$ cat src/rtl/strand_select_defines.svh
// Strand select defines: instruction fields, class codes, NOP and hazard timing

`ifndef STRAND_SELECT_DEFINES_SVH
`define STRAND_SELECT_DEFINES_SVH

// Vector register lanes
`define NUM_LANES		16
`define LANE_BITS		4

// Instruction class field
`define OPCLASS_HI		31
`define OPCLASS_LO		29

`define CLASS_STRIDED	3'b111	// Strided load/store, one issue per lane
`define CLASS_LONG		3'b110	// Multi-cycle arithmetic

// Stride in bytes, zero extended
`define STRIDE_HI		9
`define STRIDE_LO		0

`define NOP				32'h0000_0000

// Single-cycle ops may not issue this many cycles after a long op
`define HAZARD_DISTANCE	3

`endif

$ cat src/rtl/strand_select_pkg.sv
// Strand select package: shared vector types and strand controller states

`default_nettype none

`include "strand_select_defines.svh"

package strand_select_pkg;

	typedef logic [31:0] instr_t;
	typedef logic [31:0] pc_t;
	typedef logic [`LANE_BITS-1:0] lane_t;	// Register lane select
	typedef logic [31:0] offset_t;			// Strided byte offset
	typedef logic [1:0] strand_id_t;

	// Per-strand controller states
	typedef enum logic [1:0] {
		ST_ISSUE,		// Requesting issue while fetch is valid
		ST_FETCH_WAIT,	// One cycle for fetch to present the next instruction
		ST_SUSPENDED	// Waiting on a data cache miss
	} strand_state_t;

endpackage

`default_nettype wire

$ cat src/rtl/strand_fsm.sv
// Strand controller: issue readiness, suspension, rollback and strided lane sequencing

`timescale 1ns/1ps
`default_nettype none

`include "strand_select_defines.svh"

module strand_fsm(
	input  logic							clk,
	input  logic							arst_n_i,
	input  strand_select_pkg::instr_t		instruction_i,
	input  logic							instruction_valid_i,
	input  strand_select_pkg::pc_t			pc_i,
	input  logic							grant_i,
	input  logic							flush_i,
	input  logic							suspend_strand_i,
	input  logic							resume_strand_i,
	input  strand_select_pkg::offset_t		rollback_strided_offset_i,
	input  strand_select_pkg::lane_t		rollback_reg_lane_i,
	output logic							issue_request_o,
	output logic							next_instruction_o,
	output strand_select_pkg::pc_t			pc_o,
	output strand_select_pkg::instr_t		instruction_o,
	output strand_select_pkg::lane_t		reg_lane_select_o,
	output strand_select_pkg::offset_t		strided_offset_o
);

	import strand_select_pkg::*;

	strand_state_t	state_q;
	lane_t			lane_q;
	offset_t		offset_q;
	offset_t		stride;
	logic			is_strided;
	logic			last_issue;
	logic			advance;

	assign is_strided = instruction_i[`OPCLASS_HI:`OPCLASS_LO] == `CLASS_STRIDED;
	assign stride = offset_t'(instruction_i[`STRIDE_HI:`STRIDE_LO]);
	assign last_issue = !is_strided || lane_q == '0;	// Lane 0 ends a strided op

	// A grant in the same cycle as a flush or suspend does not count
	assign advance = grant_i && !flush_i && !suspend_strand_i;

	assign issue_request_o = state_q == ST_ISSUE && instruction_valid_i;
	assign next_instruction_o = advance && last_issue;

	assign pc_o = pc_i;
	assign instruction_o = instruction_i;
	assign reg_lane_select_o = lane_q;
	assign strided_offset_o = offset_q;

	always_ff @(posedge clk or negedge arst_n_i)
	begin
		if (!arst_n_i)
		begin
			state_q <= ST_ISSUE;
			lane_q <= lane_t'(`NUM_LANES - 1);
			offset_q <= '0;
		end
		else if (flush_i)
		begin
			// Restart where the rollback unit says
			state_q <= ST_FETCH_WAIT;
			lane_q <= rollback_reg_lane_i;
			offset_q <= rollback_strided_offset_i;
		end
		else if (suspend_strand_i)
			state_q <= ST_SUSPENDED;
		else if (resume_strand_i && state_q == ST_SUSPENDED)
			state_q <= ST_ISSUE;	// Same instruction and lane as before
		else if (grant_i)
		begin
			if (last_issue)
			begin
				state_q <= ST_FETCH_WAIT;
				lane_q <= lane_t'(`NUM_LANES - 1);
				offset_q <= '0;
			end
			else
			begin
				lane_q <= lane_q - lane_t'(1);	// Next lane down
				offset_q <= offset_q + stride;
			end
		end
		else if (state_q == ST_FETCH_WAIT)
			state_q <= ST_ISSUE;
	end

endmodule

`default_nettype wire

$ cat src/rtl/execute_hazard_detect.sv
// Writeback collision detector: blocks single-cycle ops behind a long-latency issue

`timescale 1ns/1ps
`default_nettype none

`include "strand_select_defines.svh"

module execute_hazard_detect(
	input  logic							clk,
	input  logic							arst_n_i,
	input  strand_select_pkg::instr_t		instruction_i [4],
	input  logic [3:0]						grant_i,
	output logic [3:0]						execute_hazard_o
);

	logic [`HAZARD_DISTANCE-1:0]	long_history_q;	// Bit n is the issue n+1 cycles ago
	logic [3:0]						is_long;
	logic							long_granted;

	always_comb
	begin
		for (int i = 0; i < 4; i++)
		begin
			is_long[i] = instruction_i[i][`OPCLASS_HI:`OPCLASS_LO] == `CLASS_LONG;
			execute_hazard_o[i] = long_history_q[`HAZARD_DISTANCE-1] && !is_long[i];
		end
	end

	assign long_granted = |(grant_i & is_long);

	always_ff @(posedge clk or negedge arst_n_i)
	begin
		if (!arst_n_i)
			long_history_q <= '0;
		else
			long_history_q <= {long_history_q[`HAZARD_DISTANCE-2:0], long_granted};
	end

endmodule

`default_nettype wire

$ cat src/rtl/issue_arbiter.sv
// Issue arbiter: four-way rotating priority, the last winner drops to lowest

`timescale 1ns/1ps
`default_nettype none

module issue_arbiter(
	input  logic		clk,
	input  logic		arst_n_i,
	input  logic [3:0]	request_i,
	output logic [3:0]	grant_o
);

	import strand_select_pkg::*;

	strand_id_t	last_q;
	strand_id_t	cand;
	strand_id_t	winner;
	logic		found;

	// Search starts one past the last winner
	always_comb
	begin
		grant_o = '0;
		found = 1'b0;
		winner = last_q;
		cand = last_q;
		for (int k = 1; k <= 4; k++)
		begin
			cand = strand_id_t'(last_q + k);	// Wraps modulo four
			if (!found && request_i[cand])
			begin
				grant_o[cand] = 1'b1;
				winner = cand;
				found = 1'b1;
			end
		end
	end

	always_ff @(posedge clk or negedge arst_n_i)
	begin
		if (!arst_n_i)
			last_q <= strand_id_t'(3);	// Strand 0 first after reset
		else if (found)
			last_q <= winner;
	end

endmodule

`default_nettype wire

$ cat src/rtl/strand_select_stage.sv
// Strand select stage: picks one strand per cycle and registers its issue for decode

`timescale 1ns/1ps
`default_nettype none

`include "strand_select_defines.svh"

module strand_select_stage(
	input  logic							clk,
	input  logic							arst_n_i,
	input  logic [3:0]						ma_strand_enable_i,
	input  strand_select_pkg::instr_t		if_instruction_i [4],
	input  logic							if_instruction_valid_i [4],
	input  strand_select_pkg::pc_t			if_pc_i [4],
	input  logic							rb_rollback_strand_i [4],
	input  logic							suspend_strand_i [4],
	input  logic							resume_strand_i [4],
	input  strand_select_pkg::offset_t		rollback_strided_offset_i [4],
	input  strand_select_pkg::lane_t		rollback_reg_lane_i [4],
	output logic							ss_instruction_req_o [4],
	output strand_select_pkg::pc_t			ss_pc_o,
	output strand_select_pkg::instr_t		ss_instruction_o,
	output strand_select_pkg::lane_t		ss_reg_lane_select_o,
	output strand_select_pkg::offset_t		ss_strided_offset_o,
	output strand_select_pkg::strand_id_t	ss_strand_o,
	output logic [31:0]						idle_count_o
);

	import strand_select_pkg::*;

	pc_t		fsm_pc [4];
	instr_t		fsm_instruction [4];
	lane_t		fsm_lane [4];
	offset_t	fsm_offset [4];
	logic [3:0]	fsm_request;
	logic [3:0]	execute_hazard;
	logic [3:0]	arb_request;
	logic [3:0]	grant;
	strand_id_t	sel_id;

	for (genvar i = 0; i < 4; i++)
	begin : g_strand
		strand_fsm u_strand_fsm(
			.clk						(clk),
			.arst_n_i					(arst_n_i),
			.instruction_i				(if_instruction_i[i]),
			.instruction_valid_i		(if_instruction_valid_i[i]),
			.pc_i						(if_pc_i[i]),
			.grant_i					(grant[i]),
			.flush_i					(rb_rollback_strand_i[i]),
			.suspend_strand_i			(suspend_strand_i[i]),
			.resume_strand_i			(resume_strand_i[i]),
			.rollback_strided_offset_i	(rollback_strided_offset_i[i]),
			.rollback_reg_lane_i		(rollback_reg_lane_i[i]),
			.issue_request_o			(fsm_request[i]),
			.next_instruction_o			(ss_instruction_req_o[i]),
			.pc_o						(fsm_pc[i]),
			.instruction_o				(fsm_instruction[i]),
			.reg_lane_select_o			(fsm_lane[i]),
			.strided_offset_o			(fsm_offset[i])
		);
	end

	execute_hazard_detect u_execute_hazard_detect(
		.clk				(clk),
		.arst_n_i			(arst_n_i),
		.instruction_i		(fsm_instruction),
		.grant_i			(grant),
		.execute_hazard_o	(execute_hazard)
	);

	// Disabled or hazarded strands do not compete
	assign arb_request = fsm_request & ma_strand_enable_i & ~execute_hazard;

	issue_arbiter u_issue_arbiter(
		.clk		(clk),
		.arst_n_i	(arst_n_i),
		.request_i	(arb_request),
		.grant_o	(grant)
	);

	// Grant is one-hot, encode it for the mux
	always_comb
	begin
		sel_id = '0;
		for (int i = 0; i < 4; i++)
		begin
			if (grant[i])
				sel_id = strand_id_t'(i);
		end
	end

	always_ff @(posedge clk or negedge arst_n_i)
	begin
		if (!arst_n_i)
		begin
			ss_pc_o <= '0;
			ss_instruction_o <= `NOP;
			ss_reg_lane_select_o <= '0;
			ss_strided_offset_o <= '0;
			ss_strand_o <= '0;
			idle_count_o <= '0;
		end
		else if (|grant)
		begin
			ss_pc_o <= fsm_pc[sel_id];
			ss_instruction_o <= fsm_instruction[sel_id];
			ss_reg_lane_select_o <= fsm_lane[sel_id];
			ss_strided_offset_o <= fsm_offset[sel_id];
			ss_strand_o <= sel_id;
		end
		else
		begin
			// Nothing can issue this cycle
			ss_pc_o <= '0;
			ss_instruction_o <= `NOP;
			ss_reg_lane_select_o <= '0;
			ss_strided_offset_o <= '0;
			ss_strand_o <= '0;
			idle_count_o <= idle_count_o + 32'd1;	// Idle cycle counter
		end
	end

endmodule

`default_nettype wire

$ cat config.mk
export PLATFORM = sky130hd
export DESIGN_NAME = strand_select_stage
export DESIGN_NICKNAME = d
export VERILOG_FILES = /design/src/rtl/strand_select_pkg.sv /design/src/rtl/strand_fsm.sv /design/src/rtl/execute_hazard_detect.sv /design/src/rtl/issue_arbiter.sv /design/src/rtl/strand_select_stage.sv
export VERILOG_INCLUDE_DIRS = /design/src /design/src/rtl
export SDC_FILE = /design/constraint.sdc
export NUM_CORES = 1
export LEC_CHECK = 0
export BUFFER_PORTS_ARGS = -buffer_cell sky130_fd_sc_hd__buf_2
export CAP_MARGIN = 20
export CORE_ASPECT_RATIO = 0.7
export CORE_MARGIN = 5
export CORE_UTILIZATION = 35
export CTS_BUF_LIST = sky130_fd_sc_hd__clkbuf_4 sky130_fd_sc_hd__clkbuf_8
export DETAILED_ROUTE_END_ITERATION = 12
export GPL_TIMING_DRIVEN = 0
export PLACE_DENSITY = 0.65
export SYNTH_ARGS = -nofsm -noshare
export SYNTH_HDL_FRONTEND = slang
export SYNTH_SLANG_ARGS = --single-unit
$ cat constraint.sdc
create_clock -name clk -period 9 [get_ports clk]
set_clock_uncertainty 0.05 [all_clocks]
set_input_delay 1.35 -clock clk [delete_from_list [all_inputs] [get_ports clk]]
set_output_delay 1.35 -clock clk [all_outputs]
set_load 0.03 [all_outputs]
==> impl_metrics.ini <==
[setup_path]
cp.required_ns = 7.60
critPathArrivalTime_ns = 5.29
criticalPathCategory = in2out
critPathLaunchType = input port
cp_max_fo = 10
timing.rr.end = ss_instruction_o[29]
crit_path_end_kind = output port
regToRegSetupSlack_ns = 4.22
endpoint = ss_instruction_req_o[0]
startpoint = if_instruction_i[29]
r2r_cells = 11
timing.rr.start = u_issue_arbiter.last_q[1]

[cts]
cts_tree = done
htreeDepth = 2
clock_path_buffers = 3
cts_buffers = 52
cts_root_buffer = clkbuf_8
post-cts-setup-buffer-count = 0
cts-resized-gates = 0
clk-insertion-delay-late_ns = 0.68
ctsHoldBuffers = 0
clk_pin_slew_ns = 0.06
cts.sink_count = 291

[synthesis]
synth_ff_type = dfrtp_1
avgSynthCellArea_um2 = 8.68
yosysWarnings = 0
syn-cell-area_um2 = 19300
synthArstFlopShare_pct = 100
syn-num-nets = 2700
synth-seq-cells = 291
synth_cells = 2221
yosys.cell_types.count = 95
synth_edf_count = 0
ys_seq_area_share_pct = 37.9

[placed_design]
dpl_worst_slack_ns = 2.39
gp_congestion = 1.00
io_buffer_count = 557
dp_cells = 3523
place_hpwl_mm = 79.8

[power_and_ir_drop]
power_frac_seq_pct = 27.2
switchingPower_mw = 3.24
leakagePower_nw = 11.2
comb_power_share_pct = 49.3
p_clk_share_pct = 23.5
ir_drop_mv = 0.126
p_int_mw = 3.53
totalPowerFinal_mw = 6.77
p_per_area_nw_per_um2 = 278
p_sw_share_pct = 47.8

[sta]
holdWs_ns = 0.295
worst_slack_ns = 2.31
rsz0062_at_grt = no
worst_pin_slew_ns = 1.23
finalCritPeriodShare_pct = 74.4
fmax_ghz = 0.149
slew_headroom_pct = 17.4
setup_tns_ns = 0
timing.final.crit_period_ns = 6.69
hold_violations = 0
finalSetupViolCount = 0
slew_viol_final = 0

[floorplanning]
core_um2 = 54900
ios = 560
die_w_um = 291
fp.dieArea_um2 = 60000
initial_core_util_pct = 35.1
die_h_um = 206
num_rows = 72

[route]
ant_nets = 0
drt-total-wl_mm = 101
firstDrtPassIters = 8
num_vias = 22747
vias_per_cell = 6.28
wl_per_cell_um = 27.8
drt_iter0_drc = 2603
drcViolationCount = 0

[final_layout]
layout_commonest_cell = buf_2
syn2layout_area_growth_pct = 26.4
final_cell_mix = buf_2, dfrtp_1, nand2_1, a21oi_1, nor2_1
fill_cells = 5494
nets = 3316
drive_gt1_share_pct = 26.3
fin_cells = 3622

[grt]
antenna_found_initial = 7
track_usage_pct = 31.3
grt_pass1_wl_mm = 142
grt_max_degree = 112
overflow = 0
grt_pass1_vias = 21157

[min_path]
min_path_type = reg2reg

[run]
drv_cap = 0

[status]
status = completed
sequential cells by signal (all words and copies together), names as in the netlist, 3 cells and up:
name / flops
g_strand.u_strand_fsm.reg_lane_select_o: 16
g_strand.u_strand_fsm.state_q: 8
g_strand.u_strand_fsm.strided_offset_o: 128
idle_count_o: 32
ss_instruction_o: 32
ss_pc_o: 32
ss_reg_lane_select_o: 4
ss_strided_offset_o: 32
u_execute_hazard_detect.long_history_q: 3
critical path, stage by stage:
cell	delay, ns
buf_2	0.18
nand3b_1	0.30
a211oi_1	0.46
o2111ai_1	0.24
a211oi_4	0.48
and2_1	0.19
clkbuf_1	0.33
nor2_1	0.28
buf_2	0.29
clkbuf_1	0.32
nor4_1	0.48
buf_4	0.18
buf_2	0.18
synth_stat cells (34+ instances only):
master / count / area, µm²
and3_1: 69 / 432
ha_1: 53 / 663
o2111ai_1: 56 / 490
nand4_1: 34 / 213
nor2_1: 128 / 480
a21oi_1: 189 / 946
buf_2: 44 / 220
and2_1: 37 / 231
nand3_1: 66 / 330
a31oi_1: 34 / 213
clkbuf_1: 125 / 469
o22ai_1: 83 / 519
a221o_1: 48 / 480
nor3_1: 50 / 250
o21ai_0: 83 / 415
inv_1: 88 / 330
dfrtp_1: 273 / 6830
a21o_1: 67 / 503
nand2_1: 202 / 758
power by group through the flow:
stage | logic (mW) | clock network (mW) | registers, mW
3_3_place_gp | 3.20 | 0 | 1.85
4_1_cts | 3.25 | 1.61 | 1.83
5_1_grt | 3.52 | 1.66 | 1.86
6_report | 3.33 | 1.59 | 1.84
3_5_place_dp | 3.23 | 0 | 1.85
2_1_floorplan | 1.73 | 0 | 2.05
worst min path at each step:
stage | start | endpoint | cells past startpoint | slack [ns]
floorplan | u_execute_hazard_detect.long_history_q[0] | u_execute_hazard_detect.long_history_q[1] | 0 | 0.28
global placement | u_execute_hazard_detect.long_history_q[1] | u_execute_hazard_detect.long_history_q[2] | 0 | 0.28
detailed placement | u_execute_hazard_detect.long_history_q[1] | u_execute_hazard_detect.long_history_q[2] | 0 | 0.28
CTS | u_execute_hazard_detect.long_history_q[1] | u_execute_hazard_detect.long_history_q[2] | 0 | 0.30
global route | u_execute_hazard_detect.long_history_q[0] | u_execute_hazard_detect.long_history_q[1] | 0 | 0.31
finish | u_execute_hazard_detect.long_history_q[1] | u_execute_hazard_detect.long_history_q[2] | 0 | 0.29
metal layers:
layer | up-vias | routed length, µm | part of all wire (%) | global-route usage, %
met5 | - | 50 | 0.050 | 0
met4 | 8 | 4980 | 5.0 | 13.5
met3 | 254 | 10600 | 11 | 7.55
met2 | 1507 | 42900 | 43 | 47.1
met1 | 11206 | 42000 | 42 | 43.3
li1 | 9772 | - | - | -
cell families (layout without fill, tap and decap cells):
kind of cell               Yosys count  count (layout)  share of synthesized area, %
AOI/OAI and AO/OA                  852             852                          31.5
xor gates and xnor gates            62              62                          2.82
adders and majority gates           57              57                          3.86
buffers and inverters              274             931                          5.76
DFF                                291             291                          37.9
muxes                                8               8                         0.642
other                                0               4                             0
and+or+nand+nor                    677             677                          17.6
layout make-up:
type / instances / area, µm² / share of cell area [%]
Buffer: 185 / 776 / 3.18
Timing Repair Buffer: 562 / 2870 / 11.8
Clock buffer: 77 / 1020 / 4.19
Sequential cell: 291 / 7300 / 30.0
Multi-Input combinational cell: 1656 / 10900 / 44.6
Inverter: 89 / 334 / 1.37
Antenna cell: 4 / 10.0 / 0.0411
Clock inverter: 18 / 270 / 1.11
Tap cell: 740 / 926 / 3.80
per-stage QoR:
stage	utilization [%]	instance area [µm²]
after global routing	44.4	24400
after global placement	41.9	23000
after floorplan	-	19300
after CTS	44.4	24400
final	44.4	24400
after detailed placement	42.1	23100
No activity file was read; power rests on OpenSTA's default activity.
